--- src/dvbs2x_sample_pkg.sv ---
// ##############################
// sample stream struct, rate selection,
// rate table and hold stage count.
// ##############################

`default_nettype none

package dvbs2x_sample_pkg;

    localparam int SYMB_RATE_SEL_NB = 2;            // selection field width.

    // one entry per supported symbol rate.
    typedef enum logic [SYMB_RATE_SEL_NB-1:0] {
        TX_SYMB_RATE_QUARTER = 2'd0,                // divide by four.
        TX_SYMB_RATE_HALF    = 2'd1,                // divide by two.
        TX_SYMB_RATE_FULL    = 2'd2                 // no division.
    } symb_rate_sel_t;

    localparam int NUM_TX_SYMB_RATES = 3;

    // symbol rate in msps, indexed by selection.
    localparam int SYMB_RATE_MSPS [0:NUM_TX_SYMB_RATES-1] = '{25, 50, 100};

    localparam symb_rate_sel_t DEFAULT_SYMB_RATE_SEL = TX_SYMB_RATE_FULL; // also the fallback.

    // each stage halves the rate, so one less than the rate count.
    localparam int NUM_HOLD_STAGES = NUM_TX_SYMB_RATES - 1;

    localparam int SAMPLE_NB = 16;                  // i and q width.

    // one i/q sample plus frame marker.
    typedef struct packed {
        logic signed [SAMPLE_NB-1:0] i;
        logic signed [SAMPLE_NB-1:0] q;
        logic                        last;          // end of burst.
    } sample_t;

endpackage

`default_nettype wire

--- src/mmi_pkg.sv ---
// ##############################
// memory-mapped bus widths, register map
// and request/response structs.
// ##############################

`default_nettype none

package mmi_pkg;

    // bus widths.
    localparam int MMI_ADDR_NB = 8;                 // word address width.
    localparam int MMI_DATA_NB = 32;                // data word width.

    // register map.
    localparam logic [MMI_ADDR_NB-1:0] ADDR_SYMB_RATE     = 8'd0; // rw, rate in msps.
    localparam logic [MMI_ADDR_NB-1:0] ADDR_SYMB_RATE_SEL = 8'd1; // ro, decoded selection.
    localparam int TOTAL_MMI_REGS = 2;              // reads at or above return zero.
    localparam int MMI_REG_IDX_NB = $clog2(TOTAL_MMI_REGS); // index into the register array.

    // host to register block.
    typedef struct packed {
        logic                   wvalid;             // write strobe.
        logic [MMI_ADDR_NB-1:0] waddr;
        logic [MMI_DATA_NB-1:0] wdata;
        logic                   arvalid;            // read request.
        logic [MMI_ADDR_NB-1:0] raddr;
        logic                   rready;             // host takes read data.
    } mmi_req_t;

    // register block to host.
    typedef struct packed {
        logic                   wready;
        logic                   arready;
        logic                   rvalid;             // held until rready.
        logic [MMI_DATA_NB-1:0] rdata;
    } mmi_rsp_t;

endpackage

`default_nettype wire

--- src/dvbs2x_tx_symb_rate_divider_mmi.sv ---
// ##############################
// symbol rate divider top level.
// ##############################

`timescale 1ns/1ps
`default_nettype none

module dvbs2x_tx_symb_rate_divider_mmi (
    input  logic                       clk_mmi,
    input  logic                       sresetn_mmi_interconnect,
    input  mmi_pkg::mmi_req_t          mmi_req,
    output mmi_pkg::mmi_rsp_t          mmi_rsp,
    input  dvbs2x_sample_pkg::sample_t in_sample,
    input  logic                       in_valid,
    output logic                       in_ready,
    output dvbs2x_sample_pkg::sample_t out_sample,
    output logic                       out_valid,
    input  logic                       out_ready
);

    import dvbs2x_sample_pkg::*;

    logic [NUM_HOLD_STAGES-1:0] hold_en;            // one per stage.
    sample_t                    link_sample [0:NUM_HOLD_STAGES]; // link k feeds stage k.
    logic [NUM_HOLD_STAGES:0]   link_valid;
    logic [NUM_HOLD_STAGES:0]   link_ready;

    symb_rate_regs symb_rate_regs_i (
        .clk_mmi                  (clk_mmi),
        .sresetn_mmi_interconnect (sresetn_mmi_interconnect),
        .mmi_req                  (mmi_req),
        .mmi_rsp                  (mmi_rsp),
        .hold_en                  (hold_en)
    );

    // chain entry.
    assign link_sample[0] = in_sample;
    assign link_valid[0]  = in_valid;
    assign in_ready       = link_ready[0];

    for (genvar g = 0; g < NUM_HOLD_STAGES; g++) begin : gen_hold
        rate_hold_stage rate_hold_stage_i (
            .clk_mmi                  (clk_mmi),
            .sresetn_mmi_interconnect (sresetn_mmi_interconnect),
            .hold_en                  (hold_en[g]),
            .in_sample                (link_sample[g]),
            .in_valid                 (link_valid[g]),
            .in_ready                 (link_ready[g]),
            .out_sample               (link_sample[g+1]),
            .out_valid                (link_valid[g+1]),
            .out_ready                (link_ready[g+1])
        );
    end

    // registered ready back into the chain.
    tx_sample_egress tx_sample_egress_i (
        .clk_mmi                  (clk_mmi),
        .sresetn_mmi_interconnect (sresetn_mmi_interconnect),
        .in_sample                (link_sample[NUM_HOLD_STAGES]),
        .in_valid                 (link_valid[NUM_HOLD_STAGES]),
        .in_ready                 (link_ready[NUM_HOLD_STAGES]),
        .out_sample               (out_sample),
        .out_valid                (out_valid),
        .out_ready                (out_ready)
    );

endmodule

`default_nettype wire

--- src/rate_hold_stage.sv ---
// ##############################
// stream stage that can emit each
// sample twice.
// ##############################

`timescale 1ns/1ps
`default_nettype none

module rate_hold_stage (
    input  logic                       clk_mmi,
    input  logic                       sresetn_mmi_interconnect,
    input  logic                       hold_en,
    input  dvbs2x_sample_pkg::sample_t in_sample,
    input  logic                       in_valid,
    output logic                       in_ready,
    output dvbs2x_sample_pkg::sample_t out_sample,
    output logic                       out_valid,
    input  logic                       out_ready
);

    import dvbs2x_sample_pkg::*;

    sample_t held;                                  // output register.
    logic    held_valid;
    logic    dup_pending;                           // second copy still owed.
    logic    in_take;
    logic    out_take;

    assign in_take  = in_valid && in_ready;
    assign out_take = held_valid && out_ready;

    // free when empty, or when the final copy leaves this cycle.
    assign in_ready = !held_valid || (out_ready && !dup_pending);

    // control state.
    always_ff @(posedge clk_mmi) begin
        if (!sresetn_mmi_interconnect) begin
            held_valid  <= 1'b0;
            dup_pending <= 1'b0;
        end else if (in_take) begin
            held_valid  <= 1'b1;
            dup_pending <= hold_en;                 // latched per sample.
        end else if (out_take) begin
            if (dup_pending) begin
                dup_pending <= 1'b0;                // first copy gone, repeat.
            end else begin
                held_valid  <= 1'b0;
            end
        end
    end

    // payload.
    always_ff @(posedge clk_mmi) begin
        if (in_take) begin
            held <= in_sample;
        end
    end

    // last only rides on the final copy.
    always_comb begin
        out_sample      = held;
        out_sample.last = held.last && !dup_pending;
    end

    assign out_valid = held_valid;

endmodule

`default_nettype wire

--- src/symb_rate_regs.sv ---
// ##############################
// symbol rate register block with
// rate decode and stage enables.
// ##############################

`timescale 1ns/1ps
`default_nettype none

module symb_rate_regs (
    input  logic                                         clk_mmi,
    input  logic                                         sresetn_mmi_interconnect,
    input  mmi_pkg::mmi_req_t                            mmi_req,
    output mmi_pkg::mmi_rsp_t                            mmi_rsp,
    output logic [dvbs2x_sample_pkg::NUM_HOLD_STAGES-1:0] hold_en
);

    import mmi_pkg::*;
    import dvbs2x_sample_pkg::*;

    logic [MMI_DATA_NB-1:0] mmi_regs [0:TOTAL_MMI_REGS-1]; // rate and selection words.
    logic                   rd_valid;                       // read response pending.
    logic [MMI_DATA_NB-1:0] rd_data;
    symb_rate_sel_t         rate_sel;                       // registered selection.

    // word address to array index.
    function automatic logic [MMI_REG_IDX_NB-1:0] reg_idx(
        input logic [MMI_ADDR_NB-1:0] addr
    );
        return addr[MMI_REG_IDX_NB-1:0];
    endfunction

    // rate table lookup that falls back to the default.
    function automatic symb_rate_sel_t symb_rate_to_sel(
        input logic [MMI_DATA_NB-1:0] rate_msps
    );
        symb_rate_sel_t sel;
        sel = DEFAULT_SYMB_RATE_SEL;
        for (int k = 0; k < NUM_TX_SYMB_RATES; k++) begin
            if (rate_msps == MMI_DATA_NB'(SYMB_RATE_MSPS[k])) begin
                sel = symb_rate_sel_t'(k);
            end
        end
        return sel;
    endfunction

    // only the rate register is writable.
    function automatic logic writable_reg(input logic [MMI_ADDR_NB-1:0] addr);
        return addr == ADDR_SYMB_RATE;
    endfunction

    function automatic logic undefined_addr(input logic [MMI_ADDR_NB-1:0] addr);
        return addr >= MMI_ADDR_NB'(TOTAL_MMI_REGS);
    endfunction

    // selection word trails the rate word by one edge.
    always_ff @(posedge clk_mmi) begin
        if (!sresetn_mmi_interconnect) begin
            mmi_regs[reg_idx(ADDR_SYMB_RATE)]     <=
                MMI_DATA_NB'(SYMB_RATE_MSPS[DEFAULT_SYMB_RATE_SEL]);
            mmi_regs[reg_idx(ADDR_SYMB_RATE_SEL)] <= MMI_DATA_NB'(DEFAULT_SYMB_RATE_SEL);
        end else begin
            if (mmi_req.wvalid && writable_reg(mmi_req.waddr)) begin
                mmi_regs[reg_idx(ADDR_SYMB_RATE)] <= mmi_req.wdata; // raw value kept.
            end
            mmi_regs[reg_idx(ADDR_SYMB_RATE_SEL)] <=
                MMI_DATA_NB'(symb_rate_to_sel(mmi_regs[reg_idx(ADDR_SYMB_RATE)]));
        end
    end

    // read handshake.
    always_ff @(posedge clk_mmi) begin
        if (!sresetn_mmi_interconnect) begin
            rd_valid <= 1'b0;
        end else if (mmi_req.arvalid) begin
            rd_valid <= 1'b1;                       // response next cycle.
        end else if (mmi_req.rready) begin
            rd_valid <= 1'b0;                       // host took it.
        end
    end

    // read data captured on request.
    always_ff @(posedge clk_mmi) begin
        if (mmi_req.arvalid) begin
            if (undefined_addr(mmi_req.raddr)) begin
                rd_data <= '0;
            end else begin
                rd_data <= mmi_regs[reg_idx(mmi_req.raddr)];
            end
        end
    end

    assign mmi_rsp = '{
        wready:  sresetn_mmi_interconnect,          // low while in reset.
        arready: sresetn_mmi_interconnect,
        rvalid:  rd_valid,
        rdata:   rd_data
    };

    assign rate_sel =
        symb_rate_sel_t'(mmi_regs[reg_idx(ADDR_SYMB_RATE_SEL)][SYMB_RATE_SEL_NB-1:0]);

    // quarter enables all stages, half the first, full none.
    always_comb begin
        for (int s = 0; s < NUM_HOLD_STAGES; s++) begin
            hold_en[s] = s < (NUM_HOLD_STAGES - int'(rate_sel));
        end
    end

endmodule

`default_nettype wire

--- src/tx_sample_egress.sv ---
// ##############################
// two-entry skid buffer on the
// stream output.
// ##############################

`timescale 1ns/1ps
`default_nettype none

module tx_sample_egress (
    input  logic                       clk_mmi,
    input  logic                       sresetn_mmi_interconnect,
    input  dvbs2x_sample_pkg::sample_t in_sample,
    input  logic                       in_valid,
    output logic                       in_ready,
    output dvbs2x_sample_pkg::sample_t out_sample,
    output logic                       out_valid,
    input  logic                       out_ready
);

    import dvbs2x_sample_pkg::*;

    sample_t    mem [0:1];                          // skid entries.
    logic       wr_ptr;
    logic       rd_ptr;
    logic [1:0] count;                              // entries held, 0 to 2.
    logic [1:0] count_next;
    logic       push;
    logic       pop;

    assign push = in_valid && in_ready;
    assign pop  = out_valid && out_ready;

    always_comb begin
        case ({push, pop})
            2'b10:   count_next = count + 2'd1;
            2'b01:   count_next = count - 2'd1;
            default: count_next = count;            // idle or pass-through.
        endcase
    end

    // pointers, count and the registered ready.
    always_ff @(posedge clk_mmi) begin
        if (!sresetn_mmi_interconnect) begin
            wr_ptr   <= 1'b0;
            rd_ptr   <= 1'b0;
            count    <= 2'd0;
            in_ready <= 1'b1;                       // empty.
        end else begin
            if (push) wr_ptr <= !wr_ptr;
            if (pop) rd_ptr <= !rd_ptr;
            count    <= count_next;
            in_ready <= count_next != 2'd2;         // drops only when full.
        end
    end

    always_ff @(posedge clk_mmi) begin
        if (push) begin
            mem[wr_ptr] <= in_sample;
        end
    end

    assign out_valid  = count != 2'd0;
    assign out_sample = mem[rd_ptr];                // oldest entry.

endmodule

`default_nettype wire
--- config.mk ---
export PLATFORM = sky130hd
export DESIGN_NAME = dvbs2x_tx_symb_rate_divider_mmi
export DESIGN_NICKNAME = d
export VERILOG_FILES = /design/src/dvbs2x_sample_pkg.sv /design/src/mmi_pkg.sv /design/src/dvbs2x_tx_symb_rate_divider_mmi.sv /design/src/rate_hold_stage.sv /design/src/symb_rate_regs.sv /design/src/tx_sample_egress.sv
export SDC_FILE = /design/constraint.sdc
export NUM_CORES = 1
export LEC_CHECK = 0
export BUFFER_PORTS_ARGS = -buffer_cell sky130_fd_sc_hd__clkbuf_2
export CORE_ASPECT_RATIO = 0.7
export CORE_MARGIN = 2
export CORE_UTILIZATION = 54
export CTS_BUF_LIST = sky130_fd_sc_hd__clkbuf_8 sky130_fd_sc_hd__clkbuf_16
export CTS_CLUSTER_DIAMETER = 80
export DETAILED_ROUTE_END_ITERATION = 10
export GPL_TIMING_DRIVEN = 0
export HOLD_SLACK_MARGIN = 0.02
export PLACE_DENSITY = 0.83
export SLEW_MARGIN = 10
export SYNTH_ARGS = -nofsm -noshare
export SYNTH_HDL_FRONTEND = slang
export SYNTH_SLANG_ARGS = --single-unit
--- constraint.sdc ---
create_clock -name clk_mmi -period 6.1 [get_ports clk_mmi]
set_input_delay 1.22 -clock clk_mmi [delete_from_list [all_inputs] [get_ports clk_mmi]]
set_output_delay 1.22 -clock clk_mmi [all_outputs]
set_load 0.01 [all_outputs]
==> results of run 1 <==
-- power groups by stage --
| stage | Combinational (µW) | Clock, µW | Sequential [µW] |
|---|---|---|---|
| final | 260 | 1120 | 1680 |
| after global routing | 283 | 1200 | 1690 |
| after CTS | 264 | 1140 | 1680 |
| after detailed placement | 262 | 0 | 1710 |
| after global placement | 244 | 0 | 1710 |
| after floorplan | 140 | 0 | 1710 |
-- worst min-delay path by stage --
| stage | startpoint | endpoint | slack [ns] | depth (start not counted) |
|---|---|---|---|---|
| 2_1_floorplan | gen_hold[0].rate_hold_stage_i.out_sample[10]$_DFFE_PP_ | gen_hold[1].rate_hold_stage_i.out_sample[10]$_DFFE_PP_ | 0.40 | 0 |
| 3_3_place_gp | gen_hold[0].rate_hold_stage_i.out_sample[2]$_DFFE_PP_ | gen_hold[1].rate_hold_stage_i.out_sample[2]$_DFFE_PP_ | 0.40 | 0 |
| 3_5_place_dp | gen_hold[0].rate_hold_stage_i.out_sample[13]$_DFFE_PP_ | gen_hold[1].rate_hold_stage_i.out_sample[13]$_DFFE_PP_ | 0.40 | 0 |
| 4_1_cts | gen_hold[0].rate_hold_stage_i.out_sample[13]$_DFFE_PP_ | gen_hold[1].rate_hold_stage_i.out_sample[13]$_DFFE_PP_ | 0.41 | 0 |
| 5_1_grt | gen_hold[0].rate_hold_stage_i.out_sample[1]$_DFFE_PP_ | gen_hold[1].rate_hold_stage_i.out_sample[1]$_DFFE_PP_ | 0.42 | 0 |
| 6_report | gen_hold[0].rate_hold_stage_i.out_sample[13]$_DFFE_PP_ | gen_hold[1].rate_hold_stage_i.out_sample[13]$_DFFE_PP_ | 0.41 | 0 |
-- metal layers --
layer | part of all wire [%] | track usage (%)
met5 | 0 | 0
met4 | 2.2 | 5.751
met3 | 4.6 | 3.327
met2 | 51 | 30.73
met1 | 42 | 23.10
-- cell usage after synthesis --
cell / number
edfxtp_1: 198
and2_1: 63
mux2_1: 30
nor2_1: 14
dfxtp_1: 11
clkbuf_1: 6
nor4_1: 5
a21oi_1: 4
nand2b_1: 4
buf_4: 3
buf_6: 3
inv_1: 3
mux2_2: 3
nor2b_1: 3
xor2_1: 3
buf_1: 2
mux2i_1: 2
nand3_1: 2
nand4_1: 2
nor4b_1: 2
nor4bb_1: 2
o21ai_1: 2
or4_1: 2
xnor2_1: 2
a211oi_1: 1
a21boi_1: 1
a31oi_1: 1
and3_1: 1
conb_1: 1
ha_1: 1
inv_2: 1
nand2_1: 1
nand3b_1: 1
nor2_4: 1
nor3_1: 1
o41ai_1: 1
or2_1: 1
or4_4: 1
or4b_1: 1
-- kinds of logic (layout without fill, tap and decap cells) --
kind of cell | count (synthesis) | count (layout) | synth area share [%]
compound gates | 10 | 10 | 0.8077
buf+inv | 18 | 215 | 1.363
flops | 209 | 209 | 82.91
mux | 35 | 35 | 5.266
xor+xnor | 5 | 5 | 0.5889
simple gates | 107 | 107 | 8.849
other cells | 1 | 2 | 0.05042
fa+ha+maj | 1 | 1 | 0.1682
-- area by class of cell --
type | instances | area (µm²) | share of cell area (%)
buffer | 14 | 86.33 | 0.9430
clock buffer | 23 | 553.0 | 6.041
clock inverter | 12 | 56.30 | 0.6150
inverter | 4 | 15.01 | 0.1640
multi-input combinational | 160 | 1199 | 13.09
sequential | 209 | 6166 | 67.35
tap | 185 | 231.5 | 2.528
timing repair buffer | 162 | 848.3 | 9.266
-- state kept, by name (all words and copies together) (netlist names), 2 cells and up, named ones only --
| name | count |
|---|---|
| tx_sample_egress_i.mem | 66 |
| gen_hold.rate_hold_stage_i.out_sample | 64 |
| symb_rate_regs_i.mmi_regs | 34 |
| symb_rate_regs_i.rd_data | 32 |
| gen_hold.rate_hold_stage_i.dup_pending | 2 |
| gen_hold.rate_hold_stage_i.held | 2 |
| gen_hold.rate_hold_stage_i.out_valid | 2 |
| tx_sample_egress_i.count | 2 |
-- metrics by stage --
stage	setup TNS (ns)	utilization, %
after floorplan	0	-
after global placement	-12.69	63.50
after detailed placement	0	64.19
after CTS	0	68.77
after global routing	0	68.77
final	0	68.77
-- worst max-delay path, stage by stage, from the launching register on --
cell	delay, ns
dfxtp_1	0.32
clkbuf_1	0.30
buf_1	0.54
mux2_1	0.41
clkbuf_2	0.14
==> results.txt, run 1 <==
----------------------------------------------------
[Setup path]
  Flop-to-flop setup slack ... 4.18 ns
  Data arrival at the endpoint of the critical path ... 2.19 ns
  Crit path capture type ... output pin
  End point of the critical path ... out_sample[20]
  Destination of the worst register-to-register timing path ... gen_hold[0].rate_hold_stage_i.out_sample[9]$_DFFE_PP_
  Register-to-Register Path Depth ... 3
  Maximum fanout encountered on the critical timing path ... 10
  Crit path kind ... reg -> out
  Source of the worst register-to-register timing path ... tx_sample_egress_i.in_ready$_SDFF_PN1_
  Required time of the worst setup path ... 4.88 ns
  Startpoint kind of the worst setup timing path ... flip-flop

[Route]
  Routed wirelength normalized by instance count ... 16.83 µm
  Vias after detailed routing ... 3800
  Drt first pass iters ... 4
  Residual DRC ... 0
  First DRT Iteration DRCs ... 223
  Final ANT Viol Nets ... 0
  Aggregate routed wire length ... 12950 µm
  Avg Vias per Cell ... 4.941

[Global routing]
  Via count of the first global-routing pass ... 3850
  Initial antenna violation count ... 0
  Wire length of the first global-routing pass ... 19700 µm
  Largest net degree at the start of global routing ... 34
  Residual overflow from global routing ... 0
  Overall global routing resource usage ... 17.71%

[STA]
  Max-slew violation count ... 0
  Final Setup Violations ... 0
  Setup Skew ... 0.009529 ns
  Post-layout minimum cycle time ... 3.409 ns
  RSZ-0062 raised after global routing ... false
  Final Cycle Share ... 55.88%
  Peak Freq ... 293.4 MHz
  Final worst setup slack ... 2.691 ns
  Worst Max-Slew Pin Slew ... 0.8622 ns
  Worst-case headroom to the max-slew limit ... 42.52%
  Final hold violations ... 0
  Final worst hold slack ... 0.4119 ns

[Job]
  Reported max-cap violation count ... 0

[Final layout]
  Number of cells in the finished layout apart from fillers ... 769
  Top library cells by usage in the layout, fill and taps aside ... edfxtp_1 (198), clkbuf_2 (156), and2_1 (62)
  Ratio of cells with drive above 1 in the final layout ... 35.10%
  Count of antenna diodes in the layout ... 0
  Finished Cell Area ... 9155 µm²
  Layout net count ... 660
  Area overhead of the layout relative to synthesis ... 23.10%
  Number of inserted filler cells in the final layout ... 889
  Leading cell type in the layout, fill and taps excluded ... edfxtp_1

[Floorplanning]
  Die Footprint ... 14740 µm²
  Starting density of the core ... 55.86%
  Core ar. ... 13310 µm²
  Placement Rows ... 35
  Die H ... 102.2 µm
  Number of top-level design ports ... 158
  Horizontal extent of the die ... 144.3 µm

[Pwr]
  Switching power as a share of total power ... 21.12%
  Part of the power in combinational logic ... 8.5%
  Net Sw Power ... 645.9 µW
  Proportion of power drawn by the clock network ... 36.5%
  Power Density ... 334.1 nW/µm²
  Maximum VDD drop ... 225.6 µV
  Sequential group share of total power ... 55.0%
  Leak ... 0.003513 µW
  Total Power Consumption ... 3059 µW
  Internal Dissipation ... 2413 µW

[Logic synthesis]
  Area share of the largest cell type after synthesis ... 79.95%
  Most area-consuming cells after synthesis ... edfxtp_1 (80%), and2_1 (5.3%), mux2_1 (4.5%), dfxtp_1 (3.0%), nor2_1 (0.71%)
  Post-Syn Instances ... 386
  Yosys reg bits ... 209
  Top cell type by total area after synthesis ... edfxtp_1
  Syn_area_per_cell ... 19.27 µm²
  Syn. warnings ... 0
  Distinct cell type count after synthesis ... 39
  Total standard cell area after synthesis ... 7437 µm²
  Register area share after synthesis ... 82.91%

[CTS]
  CTS sink cnt ... 209
  Number of hold buffers added after cts ... 0
  Clock H-tree levels ... 1
  Longest Clk Path Bufs ... 3
  Clock slew seen by the registers of the worst setup and hold paths ... 0.06 ns
  CTS tree ... built
  Root Driver ... clkbuf_16
  Number of buffers inserted during clock tree synthesis ... 20
  Cells resized by post-CTS repair ... 0
  Postcts setup bufs ... 0
  Source-to-sink clock delay at the later pin of the worst-skew pair ... 0.47 ns

[Worst hold path]
  Worst min-delay path category ... reg -> reg

[Placed design]
  Number of buffer cells added on primary ports ... 156
  Routability congestion estimate from global placement ... 0.7824
  Setup slack after placement ... 2.872 ns
  Total placed instance area ... 8546 µm²
  Number of placed instances with taps included ... 734
  Post-detail-place hpwl ... 9280 µm

[Status]
  Outcome ... complete, no violations

----------------------------------------------------
(Power assumes the default switching activity.)
==> inputs of run 2 (changes only) <==
--- a/config.mk
+++ b/config.mk
@@ -8,13 +8,13 @@
 export BUFFER_PORTS_ARGS = -buffer_cell sky130_fd_sc_hd__clkbuf_2
 export CORE_ASPECT_RATIO = 0.7
 export CORE_MARGIN = 2
-export CORE_UTILIZATION = 54
+export CORE_UTILIZATION = 49
 export CTS_BUF_LIST = sky130_fd_sc_hd__clkbuf_8 sky130_fd_sc_hd__clkbuf_16
 export CTS_CLUSTER_DIAMETER = 80
 export DETAILED_ROUTE_END_ITERATION = 10
 export GPL_TIMING_DRIVEN = 0
 export HOLD_SLACK_MARGIN = 0.02
-export PLACE_DENSITY = 0.83
+export PLACE_DENSITY = 0.8
 export SLEW_MARGIN = 10
 export SYNTH_ARGS = -nofsm -noshare
 export SYNTH_HDL_FRONTEND = slang
==> constraint.sdc (replaced) <==
create_clock -name clk_mmi -period 3.12 [get_ports clk_mmi]
set_input_delay 0.624 -clock clk_mmi [delete_from_list [all_inputs] [get_ports clk_mmi]]
set_output_delay 0.624 -clock clk_mmi [all_outputs]
set_load 0.01 [all_outputs]
==> results.txt, run 2 (synthesis gave the netlist of run 1 again) <==
----------------------------------------------------
[Floorplanning]
  Die H ... 107.1 µm
  Starting density of the core ... 50.36%
  Placement Rows ... 37
  Die Footprint ... 16200 µm²
  Horizontal extent of the die ... 151.3 µm
  Number of top-level design ports ... 158
  Core ar. ... 14770 µm²

[Route]
  Residual DRC ... 0
  Met3 wire length ... 759 µm
  Routed wirelength normalized by instance count ... 16.89 µm
  First DRT Iteration DRCs ... 188
  Drt first pass iters ... 4
  Uppermost metal layer occupied by signal nets ... met4
  Total routed wire length on the met1 layer ... 5686 µm
  Avg Vias per Cell ... 4.915
  Sum of met2 wire segment lengths after detailed routing ... 6358 µm
  Vias after detailed routing ... 3819
  Final ANT Viol Nets ... 0
  Aggregate routed wire length ... 13120 µm

[Final layout]
  Top library cells by usage in the layout, fill and taps aside ... edfxtp_1 (198), clkbuf_2 (156), and2_1 (62)
  Number of cells in the finished layout apart from fillers ... 777
  Layout net count ... 658
  Largest register by flop count ... tx_sample_egress_i.mem
  Number of flip-flops under the largest register name ... 66
  Area overhead of the layout relative to synthesis ... 24.13%
  Count of antenna diodes in the layout ... 0
  Leading cell type in the layout, fill and taps excluded ... edfxtp_1
  Ratio of cells with drive above 1 in the final layout ... 34.71%

[CTS]
  Cells resized by post-CTS repair ... 0
  CTS sink cnt ... 209
  Longest Clk Path Bufs ... 3
  Postcts setup bufs ... 0
  Clock slew seen by the registers of the worst setup and hold paths ... 0.06 ns
  Clock H-tree levels ... 1
  Number of buffers inserted during clock tree synthesis ... 20
  Source-to-sink clock delay at the later pin of the worst-skew pair ... 0.48 ns
  Root Driver ... clkbuf_16
  Number of hold buffers added after cts ... 0
  CTS tree ... built

[Setup path]
  Startpoint kind of the worst setup timing path ... flip-flop
  End point of the critical path ... out_sample[4]
  Required time of the worst setup path ... 2.50 ns
  Maximum fanout encountered on the critical timing path ... 10
  Data arrival at the endpoint of the critical path ... 2.14 ns
  Register-to-Register Path Depth ... 4
  Crit path kind ... reg -> out
  Flop-to-flop setup slack ... 1.18 ns
  Source of the worst register-to-register timing path ... gen_hold[1].rate_hold_stage_i.dup_pending$_SDFFE_PN0P_
  Destination of the worst register-to-register timing path ... gen_hold[0].rate_hold_stage_i.out_sample[19]$_DFFE_PP_
  Crit path capture type ... output pin

[Pwr]
  Internal Dissipation ... 4934 µW
  Net Sw Power ... 1268 µW
  Proportion of power drawn by the clock network ... 38.8%
  Maximum VDD drop ... 437.7 µV
  Sequential group share of total power ... 53.0%
  Power Density ... 671.9 nW/µm²
  Part of the power in combinational logic ... 8.2%
  Switching power as a share of total power ... 20.45%
  Leak ... 0.003526 µW

[Global routing]
  Overall global routing resource usage ... 16.30%
  Initial antenna violation count ... 0
  Residual overflow from global routing ... 0
  Largest net degree at the start of global routing ... 34
  Via count of the first global-routing pass ... 3875
  Wire length of the first global-routing pass ... 19960 µm

[STA]
  Post-layout minimum cycle time ... 2.763 ns
  Setup Skew ... 0.006684 ns
  Final worst setup slack ... 0.3570 ns
  Max-slew violation count ... 0
  Final Cycle Share ... 88.56%
  Final Setup Violations ... 0
  RSZ-0062 raised after global routing ... false
  Worst Max-Slew Pin Slew ... 0.8335 ns
  Worst-case headroom to the max-slew limit ... 44.43%
  Peak Freq ... 361.9 MHz
  Setup TNS after final layout ... 0 ns
  Final hold violations ... 0

[Placed design]
  Setup slack after placement ... 0.6070 ns
  Number of placed instances with taps included ... 742
  Number of buffer cells added on primary ports ... 156
  Routability congestion estimate from global placement ... 0.7527
  Post-detail-place hpwl ... 9253 µm

[Status]
  Outcome ... complete, no violations

[Job]
  Reported max-cap violation count ... 0

[Worst hold path]
  Worst min-delay path category ... in -> reg

----------------------------------------------------
## run 2: how the worst min path moves through the flow
| stage | from | end | cells past startpoint |
|---|---|---|---|
| after floorplan | gen_hold[0].rate_hold_stage_i.out_sample[10]$_DFFE_PP_ | gen_hold[1].rate_hold_stage_i.out_sample[10]$_DFFE_PP_ | 0 |
| final | in_sample[26] | gen_hold[0].rate_hold_stage_i.out_sample[26]$_DFFE_PP_ | 1 |
| after detailed placement | gen_hold[0].rate_hold_stage_i.out_sample[2]$_DFFE_PP_ | gen_hold[1].rate_hold_stage_i.out_sample[2]$_DFFE_PP_ | 0 |
| after CTS | in_sample[26] | gen_hold[0].rate_hold_stage_i.out_sample[26]$_DFFE_PP_ | 1 |
| after global placement | gen_hold[0].rate_hold_stage_i.out_sample[23]$_DFFE_PP_ | gen_hold[1].rate_hold_stage_i.out_sample[23]$_DFFE_PP_ | 0 |
| after global routing | in_sample[11] | gen_hold[0].rate_hold_stage_i.out_sample[11]$_DFFE_PP_ | 1 |
## run 2: cell type report
class	count	area (µm²)
clock buffer	22	539.3
fill	1065	5537
tap	195	244.0
inverter	4	15.01
sequential	209	6166
multi-input combinational	160	1210
buffer	14	86.33
clock inverter	13	127.6
timing repair buffer	160	843.3
## run 2: routing by layer
layer | vias to the layer above | track usage [%]
met5 | - | 0
met4 | 0 | 4.873
met3 | 25 | 3.957
met2 | 122 | 27.47
met1 | 1853 | 21.13
li1 | 1819 | -
## run 2: critical path, stage by stage (launching register included)
cell and delay [ns]:
dfxtp_1 0.31, clkbuf_1 0.29, buf_1 0.51, mux2_1 0.41, clkbuf_2 0.14
## run 2: per-stage QoR
stage / util (%) / hold slack [ns] / cell area, µm² / total power (µW)
final: 62.51 / 0.3166 / 9231 / 6203
after global routing: 62.51 / 0.2918 / 9231 / 6432
after CTS: 62.51 / 0.2942 / 9231 / 6269
after detailed placement: 57.99 / 0.4045 / 8564 / 3859
after global placement: 57.45 / 0.4014 / 8484 / 3823
after floorplan: - / 0.4003 / 7460 / 3611
## run 2: power by group through the flow
| stage | Combinational [µW] | Clock (µW) | Sequential (µW) |
|---|---|---|---|
| 2_1_floorplan | 275 | 0 | 3340 |
| 6_report | 506 | 2410 | 3290 |
| 3_3_place_gp | 483 | 0 | 3340 |
| 3_5_place_dp | 509 | 0 | 3350 |
| 4_1_cts | 514 | 2460 | 3290 |
| 5_1_grt | 553 | 2570 | 3310 |
==> inputs of run 3 (changes only) <==
--- a/config.mk
+++ b/config.mk
@@ -7,7 +7,7 @@
 export LEC_CHECK = 0
 export BUFFER_PORTS_ARGS = -buffer_cell sky130_fd_sc_hd__clkbuf_2
 export CORE_ASPECT_RATIO = 0.7
-export CORE_MARGIN = 2
+export CORE_MARGIN = 10
 export CORE_UTILIZATION = 49
 export CTS_BUF_LIST = sky130_fd_sc_hd__clkbuf_8 sky130_fd_sc_hd__clkbuf_16
 export CTS_CLUSTER_DIAMETER = 80
==> results.txt, run 3 (synthesis gave the netlist of run 1 again) <==
----------------------------------------------------
[Pwr]
  Leak ... 0.003508 µW
  Power Density ... 654.9 nW/µm²
  Maximum VDD drop ... 321.8 µV

[Route]
  Aggregate routed wire length ... 14280 µm
  Final ANT Viol Nets ... 0
  Residual DRC ... 0
  Drt first pass iters ... 4
  Vias after detailed routing ... 3799
  First DRT Iteration DRCs ... 182
  Routed wirelength normalized by instance count ... 18.36 µm
  Avg Vias per Cell ... 4.883

[Status]
  Outcome ... complete, no violations

[Placed design]
  Number of buffer cells added on primary ports ... 156
  Routability congestion estimate from global placement ... 0.7688
  Post-detail-place hpwl ... 10590 µm
  Total placed instance area ... 8572 µm²

[Floorplanning]
  Horizontal extent of the die ... 167.3 µm
  Starting density of the core ... 50.36%
  Number of top-level design ports ... 158
  Core ar. ... 14770 µm²
  Die Footprint ... 20580 µm²
  Die H ... 123.1 µm
  Placement Rows ... 37

[Setup path]
  Required time of the worst setup path ... 2.50 ns
  Maximum fanout encountered on the critical timing path ... 10
  Data arrival at the endpoint of the critical path ... 2.12 ns
  Startpoint kind of the worst setup timing path ... flip-flop
  Crit path capture type ... output pin
  Crit path kind ... reg -> out

[Global routing]
  Via count of the first global-routing pass ... 4181
  Residual overflow from global routing ... 0
  Largest net degree at the start of global routing ... 34
  Overall global routing resource usage ... 13.44%
  Wire length of the first global-routing pass ... 22250 µm
  Initial antenna violation count ... 0

[Final layout]
  Top library cells by usage in the layout, fill and taps aside ... edfxtp_1 (198), clkbuf_2 (156), and2_1 (62)
  Count of antenna diodes in the layout ... 0
  Largest register by flop count ... tx_sample_egress_i.mem
  Number of inserted filler cells in the final layout ... 1050
  Layout net count ... 658
  Finished Cell Area ... 9183 µm²
  Leading cell type in the layout, fill and taps excluded ... edfxtp_1
  Number of flip-flops under the largest register name ... 66
  Area overhead of the layout relative to synthesis ... 23.47%
  Ratio of cells with drive above 1 in the final layout ... 34.48%

[CTS]
  CTS sink cnt ... 209
  Source-to-sink clock delay at the later pin of the worst-skew pair ... 0.47 ns
  Cells resized by post-CTS repair ... 0
  Postcts setup bufs ... 0
  Longest Clk Path Bufs ... 3
  Number of buffers inserted during clock tree synthesis ... 20
  Clock H-tree levels ... 1
  Number of hold buffers added after cts ... 0
  Root Driver ... clkbuf_16
  Clock slew seen by the registers of the worst setup and hold paths ... 0.06 ns
  CTS tree ... built

[STA]
  Worst Max-Slew Pin Slew ... 0.8558 ns
  Final Cycle Share ... 88.10%
  Worst-case headroom to the max-slew limit ... 42.95%
  Final Setup Violations ... 0
  Final worst hold slack ... 0.3272 ns
  Peak Freq ... 363.8 MHz
  Post-layout minimum cycle time ... 2.749 ns
  Final hold violations ... 0
  Max-slew violation count ... 0
  Setup Skew ... 0.009094 ns
  RSZ-0062 raised after global routing ... false

[Worst hold path]
  Worst min-delay path category ... in -> reg

[Job]
  Reported max-cap violation count ... 0

----------------------------------------------------
-- run 3: cell count changes in the layout (fill, tap and decap cells not counted) --
cell / delta
bufinv_16: -2
buf_16: +1
clkbuf_8: -1
clkinv_2: +2
buf_12: -1
clkinv_1: +1
inv_1: +1
-- run 3: area by class of cell --
cell class,instances,area [µm²],area share [%]
sequential,209,6166,67.15
multi-input combinational,160,1210,13.18
timing repair buffer,160,850.8,9.266
clock buffer,21,525.5,5.723
tap,195,244.0,2.657
buffer,14,86.33,0.9402
clock inverter,15,85.08,0.9266
inverter,4,15.01,0.1635
-- run 3: path summary, 6_finish.rpt --
| kind | from | endpoint | slack (ns) | cells after the start |
|---|---|---|---|---|
| min reg2reg | gen_hold[0].rate_hold_stage_i.out_sample[16]$_DFFE_PP_ | gen_hold[1].rate_hold_stage_i.out_sample[16]$_DFFE_PP_ | 0.41 | 0 |
| max | flip-flop | out_sample[21] | 0.37 | 4 |
| min | in_sample[7] | gen_hold[0].rate_hold_stage_i.out_sample[7]$_DFFE_PP_ | 0.33 | 1 |
| max reg2reg | gen_hold[1].rate_hold_stage_i.out_valid$_SDFFE_PN0P_ | gen_hold[0].rate_hold_stage_i.out_sample[12]$_DFFE_PP_ | 1.19 | 3 |
-- run 3: metal layers --
metal	wire length, µm	GRT usage [%]
met4	196	3.091
met2	7378	24.11
met3	908	3.456
met1	5798	16.17
met5	0	0
-- run 3: worst max-delay path, cell delays in order, from the launching register on --
cell      delay (ns)
dfxtp_1         0.31
clkbuf_1        0.26
buf_1           0.51
mux2_1          0.42
clkbuf_2        0.14
-- run 3: stage by stage --
stage,TNS (ns),total power [µW],setup WS [ns],instances,util (%)
floorplan,0,3611,0.5512,387,-
global placement,-1.720,3836,-0.05552,738,57.45
detailed placement,0,3872,0.6297,742,58.04
CTS,0,6080,0.3257,778,62.18
global route,0,6254,0.2246,778,62.18
finish,0,6014,0.3714,778,62.18
-- run 3: power by group --
part | switching, µW | internal [µW] | total [µW] | leakage [µW]
sequential | 58.4 | 3230 | 3290 | 0.00199
combinational | 290 | 226 | 516 | 0.00120
clock | 917 | 1290 | 2210 | 0.000318
total | 1270 | 4750 | 6010 | 0.00351
